==> config.mk <==
export PLATFORM = sky130hd
export DESIGN_NAME = vec_mem
export DESIGN_NICKNAME = d
export VERILOG_FILES = /design/src/hw/vec_pkg.sv /design/src/hw/vec_mem.sv
export SDC_FILE = /design/constraint.sdc
export NUM_CORES = 2
export LEC_CHECK = 0
export BUFFER_PORTS_ARGS = -buffer_cell sky130_fd_sc_hd__buf_2
export CAP_MARGIN = 10
export CORE_MARGIN = 2
export CORE_UTILIZATION = 48
export DETAILED_ROUTE_END_ITERATION = 8
export MAX_ROUTING_LAYER = met4
export SLEW_MARGIN = 30
export SYNTH_ARGS = -nofsm -noshare
export SYNTH_HDL_FRONTEND = slang
export SYNTH_SLANG_ARGS = --single-unit
==> constraint.sdc <==
create_clock -name clk -period 103.5 [get_ports clk]
set_clock_uncertainty 0.05 [all_clocks]
set_input_delay 10.35 -clock clk [delete_from_list [all_inputs] [get_ports clk]]
set_output_delay 10.35 -clock clk [all_outputs]
set_load 0.02 [all_outputs]
==> src/hw/vec_pkg.sv <==
package vec_pkg;

    // ------------------------------
    // Sizes
    // ------------------------------
    localparam int VLEN       = 128;
    localparam int ELEN       = 64;
    localparam int VL_W       = 5;
    localparam int MEM_WORDS  = 16;
    localparam int MEM_ADDR_W = 4;
    // 16 bytes per memory word
    localparam int ADDR_LSB   = 4;

    // ------------------------------
    // Instruction fields
    // ------------------------------
    typedef enum logic [1:0] {
        SEW_8  = 2'd0,
        SEW_16 = 2'd1,
        SEW_32 = 2'd2,
        SEW_64 = 2'd3
    } sew_t;

    typedef enum logic [1:0] {
        VV_OP = 2'd0,
        VX_OP = 2'd1,
        VI_OP = 2'd2
    } valu_mode_t;

    // a is the vs2 element, b the operand-b element
    typedef enum logic [4:0] {
        VADD   = 5'd0,
        VSUB   = 5'd1,
        VRSUB  = 5'd2,
        VAND   = 5'd3,
        VOR    = 5'd4,
        VXOR   = 5'd5,
        VSLL   = 5'd6,
        VSRL   = 5'd7,
        VSRA   = 5'd8,
        VMINU  = 5'd9,
        VMIN   = 5'd10,
        VMAXU  = 5'd11,
        VMAX   = 5'd12,
        VMSEQ  = 5'd13,
        VMSNE  = 5'd14,
        VMSLTU = 5'd15,
        VMSLT  = 5'd16,
        VMSGTU = 5'd17,
        VMSGT  = 5'd18,
        VMV    = 5'd19
    } valu_op_t;

    typedef enum logic [1:0] {
        OP_ALU   = 2'd0,
        OP_LOAD  = 2'd1,
        OP_STORE = 2'd2
    } mem_op_t;

    // One register whose element view is picked by SEW
    typedef union packed {
        logic [VLEN/8-1:0][7:0]   b;
        logic [VLEN/16-1:0][15:0] h;
        logic [VLEN/32-1:0][31:0] w;
        logic [VLEN/64-1:0][63:0] d;
    } vreg_t;

endpackage
==> src/hw/vec_mem.sv <==
`timescale 1ns/1ps

module vec_mem import vec_pkg::*; (
    input  logic                  clk,
    input  logic                  rst,
    input  logic [MEM_ADDR_W-1:0] addr,
    input  logic                  wr_en,
    input  logic [VLEN-1:0]       wr_data,
    output logic [VLEN-1:0]       rd_data
);

    logic [VLEN-1:0] mem [MEM_WORDS];

    // Whole-word write
    always_ff @(posedge clk or posedge rst) begin
        if (rst) begin
            for (int i = 0; i < MEM_WORDS; i++) begin
                mem[i] <= '0;
            end
        end else if (wr_en) begin
            mem[addr] <= wr_data;
        end
    end

    // Read is combinational from the captured address
    assign rd_data = mem[addr];

endmodule

Word-level counts from Yosys, hierarchy flattened
Cells that the tools add are included.
{"block": "totals", "wordCells": 26, "input_bits": 135, "reg_bits": 2048, "out_inout_bits": 128}
{"block": "op_classes", "n_bitwise": 1, "n_mux": 6, "order_cmp": 2, "n_reduce_logical": 1}
{"op": "$bwmux W2048", "count": 1}
{"op": "$bmux W128 S4", "count": 1}
{"op": "$demux W128 S4", "count": 1}
{"op": "$mux W128", "count": 3}
{"op": "$ge A5 B5 Y1 const B", "count": 1}
{"op": "$lt A5 B1 Y1 const B", "count": 1}
{"op": "$not A4 Y5", "count": 1}
{"op": "$logic_and A1 B1 Y1", "count": 1}

Logic depth before layout (Yosys ltp)
{"block": "logic_depth", "depth_word": 6, "ltp_mapped": 7, "mapped_depth_nobuf": 3}

Worst setup path after synthesis
OpenSTA, ideal clock, no wires.
{"block": "synth_path", "kind": "input-to-output", "start": "input addr[0]", "end": "output rd_data[100]", "required_ns": 93.100, "path_buffers": 4, "path_stages": 7, "path_slack_ns": 81.190, "arrival_ns": 11.910, "cell_sequence": "buf_2 buf_6 buf_2 buf_2 mux4_2 a22oi_1 nand2_1"}
{"block": "synth_between", "elab_chain_len": 4}
{"item": "from (decl)", "line": "vec_mem.sv:6", "source": "input logic [MEM_ADDR_W-1:0] addr,"}
{"item": "$not A4 Y5 (not written as such)", "line": "vec_mem.sv:26", "source": "assign rd_data = mem[addr];"}
{"item": "$bmux W128 S4", "line": "vec_mem.sv:26"}
{"item": "$mux W128 (not written as such) (2 in a row)", "line": "vec_mem.sv:26"}
{"item": "to (decl)", "line": "vec_mem.sv:9", "source": "output logic [VLEN-1:0] rd_data"}
No other way between the ends. The select of a mux whose other input is x is not followed.

Worst setup path in the final report
{"block": "layout_path", "start": "input addr[0]", "end": "output rd_data[40]"}
Same word-level chain as after synthesis.

==> results.txt <==
count of buffers from port buffering: 262
post_cts resized: 0
Multi-input gate area: 37300 um^2
via count: 49400
Post-synth top flop: dfrtp_1
Detail Route Antenna Nets: 0
largest net degree at the start of global routing: 164
gr usage total: 25.1%
top flop regs: mem x2048
Required @ worst endpoint: 93.10 ns
final instance area: 101000 um^2
setup TNS: 0 ns
Max Slew Vio Count: 0
row count: 159
Pwr Density: 22.1 nW/um^2
vias in the first global route: 53600
share of layout cells above drive strength 1: 50.7%
worst skew pair latency: 0.84 ns
drt drc: 0
Starting Density: 48.4%
status: finished, final reports clean
post-CTS setup buffer count: 0
chip width: 439 um
clock slew at reported path FFs: 0.06 ns
CP dominant cell by count: buf_4
synth warn: 0
Rel. slew slack: 30.3%
TritonCTS clock tree: done
crit path DAT: 14.64 ns
H-tree Lvls: 4
final period utilization: 24.2%
clock buffer depth: 3
grt ovf: 0
count leader, synth: dfrtp_1
GPL Wtd Cong: 0.740
register area: 51200 um^2
nets: 5745
CTS buffer count: 216
initial antenna violation count: 48
# setup viols final: 0
Syn Nets: 5684
max-cap violation count: 0
Seq/Total Area, Yosys: 56.4%
fmax: 39.9 MHz
Synth Instances: 5549
min Tclk post-route: 25.04 ns
LEAKAGE: 43.8 nW
RSZ-0062 raised after global routing: false
post-DR vias/cell: 5.94
area leader, netlist: dfrtp_1
HPWL after DPL: 120000 um
Worst setup EP type: output port
Area Overhead vs Synth: 11.6%
hold crit path type: reg2reg
Synth area leaders: dfrtp_1, mux2_2, mux4_2
Post-synth EDFFs: 0
crit-path cells: buf_8 > buf_12 > buf_4 > buf_4 > mux4_2 > a22oi_1 > nand2_1 > buf_2
die area: 193000 um^2
Fillers: 15300
startpoint types: input pin
WL per Instance: 27.9 um
fraction of registers with async set or reset after synthesis: 100%
height of the die: 439 um
Largest register FFs: 2048
starting DRC count in detailed routing: 3121
Ports: 263
Synth Area per Inst: 16.4 um^2
Synth top cells by count: dfrtp_1, mux2_2, mux4_2
maximum VDD drop: 0.0000155 V
CTS hold repair buffers: 0
Root Buffer: clkbuf_16
final hold vios: 0
DR pass1 iterations: 5
Placed Area: 94100 um^2
Synth top area share: 56.4%
CP peak stage delay: 0.81 ns
core box area: 188000 um^2
type of the worst setup path: in2out
library cells used by synthesis: 22
first-pass GRT wire length: 353000 um
Largest Register: mem
Netlist Area Pre-Place: 90900 um^2
Routed WL: 232000 um
slowest CP cell: buf_4
synthesized flop and latch total: 2048
CP max FO: 97
Slew @ Worst Pin: 1.05 ns
Sink Count: 2048
cells in the final DEF (no fill, tap or decap):
| cell | count |
|---|---|
| inv_16 | 1 |
| nor3_2 | 3 |
| a22oi_1 | 256 |
| nor3b_1 | 2 |
| diode_2 | 36 |
| clkbuf_16 | 218 |
| or3_4 | 2 |
| nand3_1 | 2 |
| nand2b_4 | 1 |
| nand2_1 | 130 |
| nor2_4 | 7 |
| buf_4 | 61 |
| clkinv_8 | 3 |
| nor2b_4 | 2 |
| nor2_1 | 1 |
| mux2_2 | 1688 |
| mux4_2 | 512 |
| buf_2 | 260 |
| nand2_4 | 1 |
| nand3b_1 | 3 |
| buf_16 | 9 |
| buf_8 | 2 |
| inv_8 | 1 |
| clkinv_2 | 34 |
| buf_12 | 13 |
| bufinv_16 | 9 |
| clkinvlp_4 | 2 |
| inv_6 | 7 |
| mux2_1 | 360 |
| and2_4 | 1 |
| clkbuf_1 | 51 |
| or4_4 | 1 |
| dfrtp_1 | 2048 |
| clkbuf_8 | 69 |
| nand3_4 | 1 |
| nand2b_1 | 2 |
| buf_6 | 23 |
through the flow:
stage / total power, mW / hold slack [ns] / instances / worst slack [ns] / utilization (%)
after detailed placement: 1.48 / 0.426 / 7884 / 78.24 / 50.0
after CTS: 2.27 / 0.443 / 8278 / 78.25 / 53.9
final: 2.24 / 0.436 / 8317 / 78.46 / 54.0
after floorplan: 1.39 / 0.409 / 5549 / 35.25 / -
after global placement: 1.46 / 0.418 / 7876 / 78.23 / 49.9
after global routing: 2.35 / 0.446 / 8313 / 77.99 / 54.0
critical path, delay by kind of cell:
kind | cells | cell delay (ns)
AOI/OAI and AO/OA | 1 | 0.21
buffers and inverters | 5 | 3.09
muxes | 1 | 0.59
and+or+nand+nor | 1 | 0.17
cell type report:
cell class | count | area share [%]
Multi-Input combinational cell | 2975 | 36.7
Inverter | 1 | 0.0111
Antenna cell | 36 | 0.0888
Tap cell | 2495 | 3.08
Sequential cell | 2048 | 50.5
Clock inverter | 56 | 0.577
Timing Repair Buffer | 368 | 2.52
Clock buffer | 338 | 6.50
report_power, final:
group | internal, mW | leakage [nW] | switching, mW
registers | 0.987 | 25.1 | 0.0880
clock network | 0.457 | 3.57 | 0.323
logic | 0.234 | 15.1 | 0.155
total | 1.68 | 43.8 | 0.566
cell families after synthesis:
logic type | after synthesis | share of synthesized area (%)
buf+inv | 526 | 2.76
simple gates | 159 | 0.711
mux | 2560 | 38.0
flops | 2048 | 56.4
compound gates | 256 | 2.11
path summary, 6_finish.rpt:
kind / from / slack [ns] / cells after the start / end
max: addr[0] / 78.46 / 8 / rd_data[40]
min: mem[1874] / 0.44 / 1 / mem[1874]
max reg2reg: mem[1305] / 102.62 / 1 / mem[1305]
min reg2reg: mem[1874] / 0.44 / 1 / mem[1874]
max in group asynchronous: rst / 88.79 / 9 / mem[688]
min in group asynchronous: rst / 9.45 / 2 / mem[737]
routing by layer:
layer	vias to the layer above	track usage (%)	routed length (um)	share of wire (%)
met5	-	-	0	0
li1	21000	-	-	-
met3	378	3.87	8670	3.7
met2	826	39.7	113000	49
met4	0	7.71	6760	2.9
met1	27300	33.7	103000	45
(Power assumes the default switching activity.)
