### src/hw/vec_pkg.sv
package vec_pkg;

    // ------------------------------
    // Sizes
    // ------------------------------
    localparam int VLEN       = 128;
    localparam int ELEN       = 64;
    localparam int VL_W       = 5;
    localparam int MEM_WORDS  = 16;
    localparam int MEM_ADDR_W = 4;
    // 16 bytes per memory word
    localparam int ADDR_LSB   = 4;

    // ------------------------------
    // Instruction fields
    // ------------------------------
    typedef enum logic [1:0] {
        SEW_8  = 2'd0,
        SEW_16 = 2'd1,
        SEW_32 = 2'd2,
        SEW_64 = 2'd3
    } sew_t;

    typedef enum logic [1:0] {
        VV_OP = 2'd0,
        VX_OP = 2'd1,
        VI_OP = 2'd2
    } valu_mode_t;

    // a is the vs2 element, b the operand-b element
    typedef enum logic [4:0] {
        VADD   = 5'd0,
        VSUB   = 5'd1,
        VRSUB  = 5'd2,
        VAND   = 5'd3,
        VOR    = 5'd4,
        VXOR   = 5'd5,
        VSLL   = 5'd6,
        VSRL   = 5'd7,
        VSRA   = 5'd8,
        VMINU  = 5'd9,
        VMIN   = 5'd10,
        VMAXU  = 5'd11,
        VMAX   = 5'd12,
        VMSEQ  = 5'd13,
        VMSNE  = 5'd14,
        VMSLTU = 5'd15,
        VMSLT  = 5'd16,
        VMSGTU = 5'd17,
        VMSGT  = 5'd18,
        VMV    = 5'd19
    } valu_op_t;

    typedef enum logic [1:0] {
        OP_ALU   = 2'd0,
        OP_LOAD  = 2'd1,
        OP_STORE = 2'd2
    } mem_op_t;

    // One register whose element view is picked by SEW
    typedef union packed {
        logic [VLEN/8-1:0][7:0]   b;
        logic [VLEN/16-1:0][15:0] h;
        logic [VLEN/32-1:0][31:0] w;
        logic [VLEN/64-1:0][63:0] d;
    } vreg_t;

endpackage
### src/hw/vec_ctrl.sv
`timescale 1ns/1ps

module vec_ctrl import vec_pkg::*; (
    input  logic                  clk,
    input  logic                  rst,
    input  logic                  req,
    input  mem_op_t               mem_op,
    input  valu_mode_t            mode,
    input  valu_op_t              opcode,
    input  sew_t                  sew,
    input  logic                  vta,
    input  logic                  vma,
    input  logic                  vm,
    input  logic [VL_W-1:0]       vl,
    input  logic [VLEN/8-1:0]     vmask,
    input  logic [ELEN-1:0]       rs1,
    input  logic [4:0]            imm,
    input  vreg_t                 vs1,
    input  vreg_t                 vs2,
    input  vreg_t                 vd,
    input  vreg_t                 alu_res,
    input  logic [VLEN-1:0]       rd_data,
    input  vreg_t                 masked,
    output logic                  ack,
    output valu_mode_t            c_mode,
    output valu_op_t              c_opcode,
    output sew_t                  c_sew,
    output logic                  c_vta,
    output logic                  c_vma,
    output logic                  c_vm,
    output logic [VL_W-1:0]       c_vl,
    output logic [VLEN/8-1:0]     c_vmask,
    output logic [ELEN-1:0]       c_rs1,
    output logic [4:0]            c_imm,
    output vreg_t                 c_vs1,
    output vreg_t                 c_vs2,
    output vreg_t                 c_vd,
    output logic [MEM_ADDR_W-1:0] mem_addr,
    output logic                  wr_en,
    output vreg_t                 pre_mask,
    output vreg_t                 vd_out
);

    typedef enum logic [1:0] {
        IDLE = 2'd0,
        EXEC = 2'd1,
        DONE = 2'd2
    } state_t;

    state_t  state;
    mem_op_t c_mem_op;
    logic    accept;

    assign accept = (state == IDLE) && req && !ack;

    // ------------------------------
    // Handshake FSM
    // ------------------------------
    always_ff @(posedge clk or posedge rst) begin
        if (rst) begin
            state  <= IDLE;
            ack    <= 1'b0;
            vd_out <= '0;
        end else begin
            case (state)
                IDLE: begin
                    if (accept) begin
                        state <= EXEC;
                    end
                end
                EXEC: begin
                    if (c_mem_op == OP_STORE) begin
                        vd_out <= '0;
                    end else begin
                        vd_out <= masked;
                    end
                    ack   <= 1'b1;
                    state <= DONE;
                end
                DONE: begin
                    // Hold result until the requester lets go
                    if (!req) begin
                        ack   <= 1'b0;
                        state <= IDLE;
                    end
                end
                default: state <= IDLE;
            endcase
        end
    end

    // Operand capture
    always_ff @(posedge clk) begin
        if (accept) begin
            c_mem_op <= mem_op;
            c_mode   <= mode;
            c_opcode <= opcode;
            c_sew    <= sew;
            c_vta    <= vta;
            c_vma    <= vma;
            c_vm     <= vm;
            c_vl     <= vl;
            c_vmask  <= vmask;
            c_rs1    <= rs1;
            c_imm    <= imm;
            c_vs1    <= vs1;
            c_vs2    <= vs2;
            c_vd     <= vd;
        end
    end

    // Store commits on the edge that raises ack
    assign wr_en    = (state == EXEC) && (c_mem_op == OP_STORE);
    assign mem_addr = c_rs1[ADDR_LSB +: MEM_ADDR_W];

    always_comb begin
        if (c_mem_op == OP_LOAD) begin
            pre_mask = rd_data;
        end else begin
            pre_mask = alu_res;
        end
    end

endmodule

### config.mk
export PLATFORM = sky130hd
export DESIGN_NAME = vec_ctrl
export DESIGN_NICKNAME = d
export VERILOG_FILES = /design/src/hw/vec_pkg.sv /design/src/hw/vec_ctrl.sv
export SDC_FILE = /design/constraint.sdc
export NUM_CORES = 1
export LEC_CHECK = 0
export ABC_AREA = 1
export BUFFER_PORTS_ARGS = -buffer_cell sky130_fd_sc_hd__buf_2
export CORE_AREA = 2 2 636 638
export DETAILED_ROUTE_END_ITERATION = 10
export DIE_AREA = 0 0 638 640
export GPL_TIMING_DRIVEN = 0
export HOLD_SLACK_MARGIN = 0.12
export PLACE_DENSITY = 0.3
export SLEW_MARGIN = 20
export SYNTH_ARGS = -nofsm -noshare
export SYNTH_HDL_FRONTEND = slang
export SYNTH_SLANG_ARGS = --single-unit
### constraint.sdc
create_clock -name clk -period 21.4 [get_ports clk]
set_input_delay 4.28 -clock clk [delete_from_list [all_inputs] [get_ports clk]]
set_output_delay 4.28 -clock clk [all_outputs]
set_load 0.01 [all_outputs]
Word level (Yosys, flattened, before mapping)

Cells that the tools add are included.

Multiplexer cells: 7
Reduce and logical (&&, ||, !) cells: 8
Equal/unequal tests: 6

Operators with widths:

| kind                 | count |
|---|---|
| $mux W128            | 2 |
| $pmux W2 S3          | 1 |
| $eq A2 B1 Y1 const B | 2 |
| $eq A2 B2 Y1 const B | 2 |
| $mux W2              | 2 |
| $ne A2 B2 Y1 const B | 2 |
| $reduce_and A2 Y1    | 2 |
| $logic_and A1 B1 Y1  | 3 |
| $logic_not A2 Y1     | 1 |
| $pmux W1 S2          | 1 |
| $reduce_bool A2 Y1   | 1 |
| $logic_not A1 Y1     | 1 |
| $mux W1              | 1 |

Flip-flop bits (word level): 619
Word-level logic and storage cells: 38
Output and inout bits: 748
Bits of input ports: 875

Longest topological paths before layout

Word-level depth: 5
Mapped depth: 6
Depth with buffers taken out: 5

Worst setup path before layout

No wires, ideal clock.

Path kind: input port to flip-flop
Start: input req
End: register c_imm[0] (enable)
Path buffers: 0
Cell stages on the path: 2
Setup slack: -4509 ps
Setup time: 1349 ps
Data required time: 20051 ps
Data arrival time: 24560 ps
Path through: nand3_1 nor2_1

Word-level cells in the longest chain between the ends: 2

RTL lines:

| element                          | RTL line        | text |
|---|---|---|
| start, declared                  | vec_ctrl.sv:6   | `input logic req,` |
| $logic_and A1 B1 Y1 (2 in a row) | vec_ctrl.sv:54  | `assign accept = (state == IDLE) && req && !ack;` |
| via accept                       | vec_ctrl.sv:52  | `logic accept;` |
| end signal, assigned             | vec_ctrl.sv:105 | `c_imm <= imm;` |
| end, declared                    | vec_ctrl.sv:34  | `output logic [4:0] c_imm,` |

The timed path passes the listed nets, and every way through them passes these cells.
A chain may end at the register's enable or synchronous reset.

==> flow_summary.json <==
{
  "postCtsHoldBufs": 0,
  "grt_usage_pct": 14.8,
  "cts_resized": 0,
  "power_density_nw_per_um2": 126,
  "dp_hpwl_microns": 287000,
  "io_buffers": 1622,
  "routedWlPerCell_microns": 35.9,
  "ys_warn_count": 0,
  "fp.dieH_microns": 640,
  "avgSynthCellArea_sq_um": 14.5,
  "grt_max_degree": 80,
  "grt_overflow_total": 0,
  "p_total_uw": 5180,
  "fillers": 46400,
  "via_per_inst": 2.59,
  "synth_area_leaders": "edfxtp_1 (67%), dfrtp_1 (15%), nand2_1 (8.9%), nand3_1 (5.9%), buf_2 (1.5%)",
  "path_clk_slew_ns": 0.06,
  "tightest_slew_ns": 1.08,
  "slew_headroom_pct": 27.9,
  "fin_util_pct": 10.2,
  "cts_tree": "done",
  "synth_area_leader_cell": "edfxtp_1",
  "crit_required_ns": 17.12,
  "r2r_cells": 9,
  "cts.sinks": 619,
  "globalplace.congestion": 0.944,
  "clk_latency_ns": 0.83,
  "syn_inst": 1496,
  "ir_drop_mv": 0.0567,
  "highest_layer": "met5",
  "coreArea_sq_um": 401000,
  "seq_area_frac_synth_pct": 82.5,
  "yosysTopAreaCellShare_pct": 67.4,
  "fp.dieArea_sq_um": 408000,
  "cp_num_buf_inv": 2,
  "status": "finished, final reports clean",
  "mostFrequentLayoutCell": "buf_2",
  "setup-violations-final": 0,
  "crit_cells": 4,
  "fmax_mhz": 101,
  "antenna_found_initial": 499,
  "routed_wirelength_microns": 315000,
  "nets": 4123,
  "wl_met3_microns": 35000,
  "hold_violations": 0,
  "drive_gt1_share_pct": 57.0,
  "slowest_delay_ns": 0.71,
  "cts_buffer_depth": 4,
  "min_delay_path_depth": 2,
  "fp.dieW_microns": 638,
  "ios": 1623,
  "crit_family": "simple AND/OR/NAND/NOR gates",
  "initial_core_util_pct": 5.42,
  "postRouteAntennaNets": 0,
  "ys_ff_latch": 619,
  "rows": 233,
  "drt_iter0_drc": 1790,
  "hold_path.class": "reg2reg",
  "vias": 22800,
  "cp-start-kind": "input pin",
  "synth_cell_type_count": 14,
  "first_pass_iters": 6,
  "fin_skew_ns": 0.0375,
  "synth_area_sq_um": 21700,
  "htreeDepth": 3,
  "layout_common_cells": "buf_2 (1,688), nand2_1 (518), edfxtp_1 (488), nand3_1 (258), dfrtp_1 (131)",
  "arrival_ns": 5.62,
  "cts_made_buffers": 100,
  "end_kind": "output pin",
  "area_growth_pct": 88.4,
  "period_share_pct": 46.2,
  "fin_crit_ns": 9.90,
  "grt_pass1_wl_microns": 360000,
  "drc": 0,
  "wl_met2_microns": 165000,
  "tns_ns": 0,
  "syn_nets": 2371,
  "cap_violations": 0,
  "met1_length_microns": 102000,
  "crit_fanout": 1,
  "p_leak_uw": 0.0171,
  "rsz0062_at_grt": "false",
  "cts-root-buf": "clkbuf_16",
  "worstSetupPathType": "in2out",
  "maxSlewViolCount": 0,
  "cp_slowest_cell": "nand3_1",
  "crit_path_frequent_cell": "buf_2",
  "grt_pass1_vias": 21100,
  "cts_setup_buffers": 0,
  "crit_chain": "buf_2 > nand3_1 > nand2_1 > buf_2"
}
==> registers in the layout, summed over array words and instances, names as in the netlist <==
| name | cells |
|---|---|
| c_vd | 128 |
| c_vs1 | 128 |
| c_vs2 | 128 |
| vd_out | 128 |
| c_rs1 | 64 |
| c_vmask | 16 |
| c_imm | 5 |
| c_opcode | 5 |
| c_vl | 5 |
| c_mem_op | 2 |
| c_mode | 2 |
| c_sew | 2 |
| state | 2 |
| ack | 1 |
| c_vm | 1 |
| c_vma | 1 |
| c_vta | 1 |
==> metrics by stage <==
step                      hold slack, ns  cell area [sq um]  cells  setup WS [ns]
after floorplan                    0.513              21700   1496           3.78
final                              0.475              41000   8791          11.50
after global placement             0.468              36500   8405          -7.31
after CTS                          0.477              40500   8608          11.45
after global routing               0.495              40800   8713          11.52
after detailed placement           0.462              37100   8433          11.45
==> cells in the mapped netlist <==
library cell,instances
nor2_2,1
inv_2,1
edfxtp_1,488
clkbuf_1,2
dfrtp_1,131
buf_1,1
nand3_1,258
nand2_1,518
nand2_2,1
buf_2,66
buf_4,10
nor2_1,4
buf_6,9
inv_1,6
==> worst register-to-register path, cell delays in order, from the launching register on <==
cell	delay [ns]
dfrtp_1	0.41
inv_1	0.10
nand3_1	0.14
nor2_4	0.54
buf_12	0.27
buf_12	0.21
buf_12	0.22
buf_12	0.21
buf_12	0.21
buf_16	0.20
==> kinds of logic after synthesis <==
| group | share of synthesized area (%) |
|---|---|
| flip-flops | 82.5 |
| buffers and inverters | 2.50 |
| AND/OR/NAND/NOR | 15.0 |
==> routing by layer <==
metal,track usage (%),vias up
met5,0,-
met4,3.97,224
met3,6.90,951
met2,27.7,1860
met1,14.5,10700
li1,-,9038
==> worst paths after layout <==
| check | endpoint | slack [ns] | start |
|---|---|---|---|
| min | vd_out[108] | 0.48 | vd_out[108] |
| max in group asynchronous | vd_out[29] | 16.99 | rst |
| max reg2reg | c_vs1[126] | 18.64 | state[1] |
| min in group asynchronous | vd_out[76] | 3.55 | rst |
| min reg2reg | vd_out[108] | 0.48 | vd_out[108] |
| max | pre_mask[15] | 11.50 | rd_data[15] |
==> layout make-up <==
type	instances	area, sq um	area share [%]
buffer	88	518	1.26
antenna	183	458	1.12
inverter	7	33.8	0.0825
timing repair buffer	1650	8740	21.3
tap	5287	6620	16.1
multi-input combinational	782	3270	7.98
sequential	619	17900	43.8
clock buffer	126	2800	6.83
clock inverter	49	594	1.45
==> where the power goes <==
| part | switching [uW] | internal (uW) | total [uW] |
|---|---|---|---|
| sequential | 127 | 1660 | 1780 |
| combinational | 1180 | 455 | 1630 |
| clock | 701 | 1070 | 1770 |
| total | 2000 | 3180 | 5180 |
Note: power is estimated with default switching activity, not from simulation.
