## src/hw/vec_pkg.sv

```systemverilog
package vec_pkg;

    // ------------------------------
    // Sizes
    // ------------------------------
    localparam int VLEN       = 128;
    localparam int ELEN       = 64;
    localparam int VL_W       = 5;
    localparam int MEM_WORDS  = 16;
    localparam int MEM_ADDR_W = 4;
    // 16 bytes per memory word
    localparam int ADDR_LSB   = 4;

    // ------------------------------
    // Instruction fields
    // ------------------------------
    typedef enum logic [1:0] {
        SEW_8  = 2'd0,
        SEW_16 = 2'd1,
        SEW_32 = 2'd2,
        SEW_64 = 2'd3
    } sew_t;

    typedef enum logic [1:0] {
        VV_OP = 2'd0,
        VX_OP = 2'd1,
        VI_OP = 2'd2
    } valu_mode_t;

    // a is the vs2 element, b the operand-b element
    typedef enum logic [4:0] {
        VADD   = 5'd0,
        VSUB   = 5'd1,
        VRSUB  = 5'd2,
        VAND   = 5'd3,
        VOR    = 5'd4,
        VXOR   = 5'd5,
        VSLL   = 5'd6,
        VSRL   = 5'd7,
        VSRA   = 5'd8,
        VMINU  = 5'd9,
        VMIN   = 5'd10,
        VMAXU  = 5'd11,
        VMAX   = 5'd12,
        VMSEQ  = 5'd13,
        VMSNE  = 5'd14,
        VMSLTU = 5'd15,
        VMSLT  = 5'd16,
        VMSGTU = 5'd17,
        VMSGT  = 5'd18,
        VMV    = 5'd19
    } valu_op_t;

    typedef enum logic [1:0] {
        OP_ALU   = 2'd0,
        OP_LOAD  = 2'd1,
        OP_STORE = 2'd2
    } mem_op_t;

    // One register whose element view is picked by SEW
    typedef union packed {
        logic [VLEN/8-1:0][7:0]   b;
        logic [VLEN/16-1:0][15:0] h;
        logic [VLEN/32-1:0][31:0] w;
        logic [VLEN/64-1:0][63:0] d;
    } vreg_t;

endpackage
```

## src/hw/vec_mask_tail.sv

```systemverilog
`timescale 1ns/1ps

module vec_mask_tail import vec_pkg::*; (
    input  sew_t               sew,
    input  logic [VL_W-1:0]    vl,
    input  logic               vm,
    input  logic [VLEN/8-1:0]  vmask,
    input  logic               vta,
    input  logic               vma,
    input  vreg_t              new_val,
    input  vreg_t              old_val,
    output vreg_t              res
);

    // Element index that owns each byte at the current SEW
    logic [3:0] idx;

    // Decided per byte. Every byte of one element shares the same
    // index, so the whole element follows one rule
    always_comb begin
        res = '0;
        idx = '0;
        for (int j = 0; j < VLEN/8; j++) begin
            idx = 4'(j >> sew);
            if (5'(idx) >= vl) begin
                // Tail
                if (vta) begin
                    res.b[j] = 8'hff;
                end else begin
                    res.b[j] = old_val.b[j];
                end
            end else if (!vm && !vmask[idx]) begin
                // Masked off body element
                if (vma) begin
                    res.b[j] = 8'hff;
                end else begin
                    res.b[j] = old_val.b[j];
                end
            end else begin
                res.b[j] = new_val.b[j];
            end
        end
    end

endmodule

```

## config.mk

```make
export PLATFORM = sky130hd
export DESIGN_NAME = vec_mask_tail
export DESIGN_NICKNAME = d
export VERILOG_FILES = /design/src/hw/vec_pkg.sv /design/src/hw/vec_mask_tail.sv
export SDC_FILE = /design/constraint.sdc
export NUM_CORES = 1
export LEC_CHECK = 0
export BUFFER_PORTS_ARGS = -buffer_cell sky130_fd_sc_hd__buf_2
export CORE_AREA = 3 3 159 161
export DETAILED_ROUTE_END_ITERATION = 16
export DIE_AREA = 0 0 162 164
export GPL_ROUTABILITY_DRIVEN = 0
export PLACE_DENSITY = 0.43
export SYNTH_ARGS = -nofsm -noshare
export SYNTH_HDL_FRONTEND = slang
export SYNTH_SLANG_ARGS = --single-unit
```

## constraint.sdc

```tcl
create_clock -name vclk -period 5.9
set_clock_uncertainty 0.15 [all_clocks]
set_input_delay 1.18 -clock vclk [all_inputs]
set_output_delay 1.18 -clock vclk [all_outputs]
set_load 0.03 [all_outputs]
```

# Word level (Yosys, flattened, before mapping)
# Cells that the tools add are included.
word_totals:
  regBits: 0
  inputBits: 282
  output_inout_bits: 128
  wordCells: 177
classes:
  magnitude_cmp: 32
  n_shift: 16
  muxes: 96
  reduce_logical: 33
op_table:
  columns: ["cell", "n"]
  rows:
  - ["8-bit two-way mux", 64]
  - ["4-bit by 5-bit greater-or-equal comparator with 1-bit output", 16]
  - ["4-bit by 5-bit < comparator with 1-bit output (second input constant)", 16]
  - ["1-bit binary-select mux with 4-bit select", 16]
  - ["4-bit by 2-bit >> shifter with 4-bit output (first input constant)", 8]
  - ["1-bit logical NOT", 17]
  - ["1-bit logical AND", 16]
  - ["1-bit two-way mux", 16]
  - ["3-bit by 2-bit >> shifter with 4-bit output (first input constant)", 4]
  - ["1-bit by 2-bit >> shifter with 4-bit output (first input constant)", 2]
  - ["2-bit by 2-bit >> shifter with 4-bit output (first input constant)", 2]

# Longest topological paths before layout
# Gate-level depths: netlist (run 1).
logic_depth:
  depth_word: 7
  mapped_depth: 13
  ltp_nobuf: 11

# Worst setup path before layout (run 1)
# Ideal clock, no wire load.
synth_path:
  path_type: "input to output"
  startpoint: "input sew[1]"
  endpoint: "output res[48] (netlist name)"
  t_arrival_ns: 3.681
  slack_ns: 0.889
  stages: 9
  path_cell_list: "buf_2 -> inv_1 -> ha_1 -> buf_1 -> buf_2 -> mux4_2 -> mux2_2 -> o21ai_1 -> o22a_1"
synth_lines:
  columns: ["item", "line", "source"]
  rows:
  - ["start: declaration", "vec_mask_tail.sv:4", "input sew_t sew,"]
  - ["end: declaration", "vec_mask_tail.sv:12", "output vreg_t res"]

==> results of run 1 <==
power by group through the flow:
stage | registers, mW | clock network [mW] | logic (mW)
5_1_grt | 0 | 0.0000000453 | 0.901
6_report | 0 | 0.0000000454 | 0.838
2_1_floorplan | 0 | 0 | 0.550
3_3_place_gp | 0 | 0 | 0.846
4_1_cts | 0 | 0 | 0.845
3_5_place_dp | 0 | 0 | 0.842
layer usage:
layer,part of all wire [%],GRT usage (%)
met1,45,18.8
met2,47,23.1
met3,7.6,2.37
met4,0.47,0.737
met5,0.13,0
synthesized netlist by cell type (3+ instances only):
cell / instances / share of area, %
a211oi_1: 6 / 1.3
a21bo_1: 3 / 0.86
a21o_1: 4 / 0.86
a21oi_1: 16 / 2.3
a2bb2oi_1: 4 / 1.0
a31oi_1: 3 / 0.54
a41oi_1: 3 / 0.75
and2_1: 3 / 0.54
and3_1: 3 / 0.54
buf_2: 6 / 0.86
buf_6: 4 / 1.3
clkbuf_1: 13 / 1.4
ha_1: 28 / 10
inv_1: 16 / 1.7
mux2_2: 6 / 1.9
mux2i_1: 10 / 2.9
mux4_2: 22 / 14
nand2_1: 16 / 1.7
nand2b_1: 12 / 2.1
nor2_1: 20 / 2.1
nor2b_1: 4 / 0.71
nor3_1: 5 / 0.71
o211a_1: 8 / 2.3
o21ai_0: 5 / 0.71
o21ai_1: 6 / 0.86
o21bai_1: 3 / 0.64
o22a_1: 122 / 30
o311ai_0: 8 / 2.0
or3_2: 8 / 1.7
cells in the final DEF (no fill, tap or decap), types with 2 or more instances in the layout:
cell type / instances
o311ai_0: 8
o211a_1: 8
o22ai_1: 2
a2bb2oi_1: 4
diode_2: 2
a21oi_1: 16
a41oi_1: 3
mux4_2: 22
ha_1: 28
inv_1: 16
buf_4: 16
nand2b_1: 12
a31oi_1: 3
a2bb2oi_2: 2
a211oi_1: 6
nor2_1: 20
buf_2: 410
mux2_2: 6
o21ai_0: 5
and2_1: 3
nand4_1: 2
nor3_1: 5
nand3_1: 2
a32oi_1: 2
or3_2: 8
nand2_1: 16
nor2b_1: 4
nand4b_1: 2
or2_1: 2
mux2i_1: 10
o21bai_1: 3
a21bo_1: 3
a21o_1: 4
o22a_1: 122
and3_1: 3
o21ai_1: 6
worst max-delay path, stage by stage:
cell and delay, ns:
buf_2 0.15, inv_1 0.11, ha_1 0.35, buf_4 0.27, ha_1 0.33, nor3b_1 0.44, a32oi_1 0.23, o21ai_1 0.54
o22a_1 0.24, buf_2 0.20
layout make-up:
cell class / instances / area share (%)
Multi-Input combinational cell: 365 / 55.1
Tap cell: 324 / 6.82
Inverter: 19 / 1.43
Timing Repair Buffer: 426 / 36.5
Antenna cell: 2 / 0.0842
cell families (layout without fill, tap and decap cells):
family,Yosys count,count (layout)
and+or+nand+nor,86,86
xor gates and xnor gates,2,2
buffers and inverters,45,445
adders and majority gates,28,28
muxes,40,40
AOI/OAI and AO/OA,209,209
other,0,2
final timing paths:
check	cells past startpoint	startpoint	endpoint
worst max-delay path	10	sew[0]	res[54]
worst min-delay path	3	old_val[8]	res[8]
==> impl_metrics.csv, run 1 <==
group,metric,value,unit
placement,dp_hpwl,17300,um
power_and_ir_drop,switchingPower,0.516,mW
power_and_ir_drop,internal-power,0.323,mW
timing,fin_setup_tns,0,ns
die,fp.dieH,164,um
critical_path,critPathMaxFanout,17,
logic_synthesis,synth_fa_ha_area_share,10.0,%
min_path,hold_path_class,"input pin to output port",
final_layout,final_cell_area,5950,um2
cts,ctsResizeCount,0,
timing,hold_violations,0,
die,die-area,26600,um2
grt,grtUsageTotal,13.6,%
route,drc,0,
power_and_ir_drop,sequentialPowerShare,0,%
timing,fin_crit_sh,91.1,%
die,core,24100,um2
logic_synthesis,synthCells,410,
timing,finalSetupViolations,0,
die,start_util,14.5,%
logic_synthesis,syn_nets,720,
placement,place_area,5940,um2
cts,hold_buffers,0,
route,dr.first_iter.drc_count,306,
power_and_ir_drop,switching_share,61.5,%
timing,fin_hold_ws,2.57,ns
power_and_ir_drop,ir_drop,49.4,uV
final_layout,ff_latch_area,0,um2
final_layout,fillers,2687,
logic_synthesis,synthSimpleGateAreaFrac,13.7,%
route,vias_per_cell,4.53,
final_layout,nClkBuffers,0,
critical_path,crit_type,"input pin to output port",
logic_synthesis,synth-xor-area-share,0.500,%
critical_path,end_kind,"output port",
die,io_pins,410,
grt,grt_pass1_wl,29100,um
route,drt-pass1-iter-count,4,
final_layout,design.seq.count,0,
die,row_count,57,
grt,grt_pass1_vias,5027,
logic_synthesis,yosys-mux-area-fraction,19.7,%
run,maxCapViolCount,0,
timing,maxSlewHeadroom,38.3,%
timing,rsz0062_at_grt,"false",
grt,antenna_found_initial,4,
final_layout,multi_input_area,3280,um2
route,ant_nets,0,
power_and_ir_drop,total_power,0.838,mW
logic_synthesis,yosys_warnings,0,
timing,fmax,186,MHz
route,wirelength,20100,um
timing,tightest_slew,0.923,ns
logic_synthesis,seq_area_frac_synth,0,%
placement,place_inst,1134,
power_and_ir_drop,p_leak,2.86,nW
logic_synthesis,syn_area,3500,um2
logic_synthesis,synth-compound-area-share,49.6,%
critical_path,crit_required,4.57,ns
logic_synthesis,synth.avg_cell_area,8.55,um2
power_and_ir_drop,cellPowerDensity,141,nW/um2
logic_synthesis,synth_top_family_by_area,"compound AO/OA/AOI/OAI gates",
grt,grt_max_degree,22,
critical_path,cp.arrival,4.05,ns
power_and_ir_drop,combPwrFrac,100.0,%
timing,final_max_slew_viol_count,0,
outcome,status,"completed",
cts,cts_setup_buffers,0,
power_and_ir_drop,clkPwrFrac,0,%
timing,fin_crit,5.38,ns
route,wire_per_inst,17.7,um
die,die-width,162,um
final_layout,area_growth,69.7,%
final_layout,utilization,24.7,%
grt,gr-total-overflow,0,
timing,setup_slack,0.523,ns
final_layout,fin_cells,1136,
placement,numPortBuffers,410,
logic_synthesis,ys_types,64,
critical_path,start_kind,"input pin",
final_layout,fin_nets,1122,
placement,preCtsSetupSlack,0.527,ns
route,route.vias.total,5146,
final_layout,layout-drive-gt1-share,58.6,%
Power figures use the tool's default switching activity.
==> run 2, diff against run 1 <==
- ABC_CLOCK_PERIOD_IN_PS: unset -> 4500
- CORE_AREA: 3 3 159 161 -> 3 3 158 160
- DIE_AREA: 0 0 162 164 -> 0 0 161 163
- PLACE_DENSITY: 0.43 -> 0.44
- clock period: 5.9 -> 4.5 ns (I/O delays scaled with it)
==> run 2 against run 1 <==
Against the previous run: highest routed layer unchanged; utilization up 1.4 points; largest cell class unchanged; non-clock buffer count up 18; worst hold slack worse by 0.56 ns; clock-buffer cell count unchanged; via count up 1.5%; combinational power up 35%.
==> impl_metrics.csv, run 2 (synthesis results as in run 1) <==
group,metric,value,unit
power_and_ir_drop,switching_share,60.6,%
timing,fin_crit,4.36,ns
placement,place_area,6100,um2
die,die-area,26200,um2
placement,numPortBuffers,410,
power_and_ir_drop,sequentialPowerShare,0,%
power_and_ir_drop,switchingPower,0.685,mW
cts,hold_buffers,0,
critical_path,end_kind,"output port",
final_layout,design.seq.count,0,
power_and_ir_drop,p_leak,2.95,nW
critical_path,cp_slowest_stage_delay,0.53,ns
route,drc,0,
final_layout,ff_latch_area,0,um2
power_and_ir_drop,ir_drop,60.7,uV
critical_path,critPathTopFamily,"compound AO/OA/AOI/OAI gates",
critical_path,crit_required,3.45,ns
final_layout,fillers,2610,
route,dr.first_iter.drc_count,308,
final_layout,nClkBuffers,0,
route,vias_per_cell,4.56,
grt,grt_pass1_wl,29600,um
grt,gr-total-overflow,0,
critical_path,crit_type,"input pin to output port",
final_layout,final_cell_area,6140,um2
final_layout,layout_common_cells,"buf_2, o22a_1, buf_4, ha_1, mux4_2",
final_layout,antennaDiodeCount,0,
final_layout,multi_input_area,3320,um2
grt,antenna_found_initial,2,
placement,dp_hpwl,17500,um
route,ant_nets,0,
die,row_count,56,
grt,grt_pass1_vias,5051,
min_path,hold_path_class,"input pin to output port",
timing,fin_crit_sh,96.8,%
critical_path,start_kind,"input pin",
die,fp.dieH,163,um
outcome,status,"completed",
route,wire_per_inst,17.8,um
critical_path,critPathMaxFanout,8,
critical_path,cp_cell_sequence,"buf_2 > inv_1 > ha_1 > ha_1 > buf_4 > nand3b_1 > a21oi_2 > buf_4 > a311oi_1 > a2bb2oi_4 > o22a_1 > buf_2",
grt,grtUsageTotal,13.8,%
die,start_util,14.9,%
power_and_ir_drop,clkPwrFrac,0,%
route,drt-pass1-iter-count,4,
cts,cts_setup_buffers,0,
die,die-width,161,um
timing,maxSlewHeadroom,50.7,%
power_and_ir_drop,cellPowerDensity,184,nW/um2
timing,fmax,230,MHz
critical_path,cp.arrival,3.31,ns
final_layout,area_growth,75.2,%
power_and_ir_drop,combPwrFrac,100.0,%
power_and_ir_drop,internal-power,0.445,mW
timing,tightest_slew,0.739,ns
route,wirelength,20400,um
critical_path,crit_buf_inv,5,
final_layout,fin_cells,1147,
critical_path,cp_slowest_cell,"a311oi_1",
final_layout,layout_commonest_cell,"buf_2",
timing,hold_violations,0,
timing,rsz0062_at_grt,"false",
die,io_pins,410,
run,maxCapViolCount,0,
final_layout,layout-drive-gt1-share,60.7,%
grt,grt_max_degree,24,
route,route.vias.total,5225,
timing,final_max_slew_viol_count,0,
die,core,23500,um2
timing,finalSetupViolations,0,
final_layout,fin_nets,1140,
placement,place_inst,1147,
run 2: metal layers:
| layer | global-route usage, % | vias up | wire length [um] | part of all wire (%) |
|---|---|---|---|---|
| met1 | 18.7 | 2408 | 9010 | 44 |
| met4 | 1.29 | 4 | 188 | 0.92 |
| met5 | 0 | - | 17 | 0.083 |
| li1 | - | 2568 | - | - |
| met3 | 1.83 | 14 | 1290 | 6.3 |
| met2 | 24.4 | 231 | 9930 | 49 |
run 2: tightest hold or removal path, stage by stage:
cell and delay, ns:
buf_2 0.07, o22a_1 0.10, buf_2 0.18
run 2: final cells by class:
class	instances	share of cell area (%)
Multi-Input combinational cell	365	54.1
Timing Repair Buffer	444	38.0
Tap cell	319	6.50
Inverter	19	1.39
run 2: power groups by stage:
stage               clock, mW  combinational [mW]  sequential, mW
floorplan                   0               0.722               0
global placement            0                1.13               0
detailed placement          0                1.12               0
CTS                         0                1.13               0
global route                0                1.21               0
finish                      0                1.13               0
run 2: final timing paths:
kind / from / end / depth (start not counted)
setup / recovery: sew[0] / res[64] / 12
hold / removal: old_val[85] / res[85] / 3
run 2: what timing repair did:
item / 4_1_cts / 5_1_grt
endpoints found under the hold margin: 0 / 0
endpoints found under the setup margin: 8 / 28
gates resized for setup: 1 / 10
run 2: per-stage QoR:
step | setup WS (ns) | hold WS, ns | utilization (%) | power [mW] | setup TNS [ns]
detailed placement | -0.00972 | 2.01 | 25.9 | 1.12 | -0.0165
global route | 0.00538 | 2.02 | 26.1 | 1.21 | 0
floorplan | 0.0491 | 1.92 | - | 0.722 | 0
finish | 0.143 | 2.01 | 26.1 | 1.13 | 0
CTS | 0.0528 | 2.01 | 25.9 | 1.13 | 0
global placement | 0.0401 | 2.01 | 25.9 | 1.13 | 0
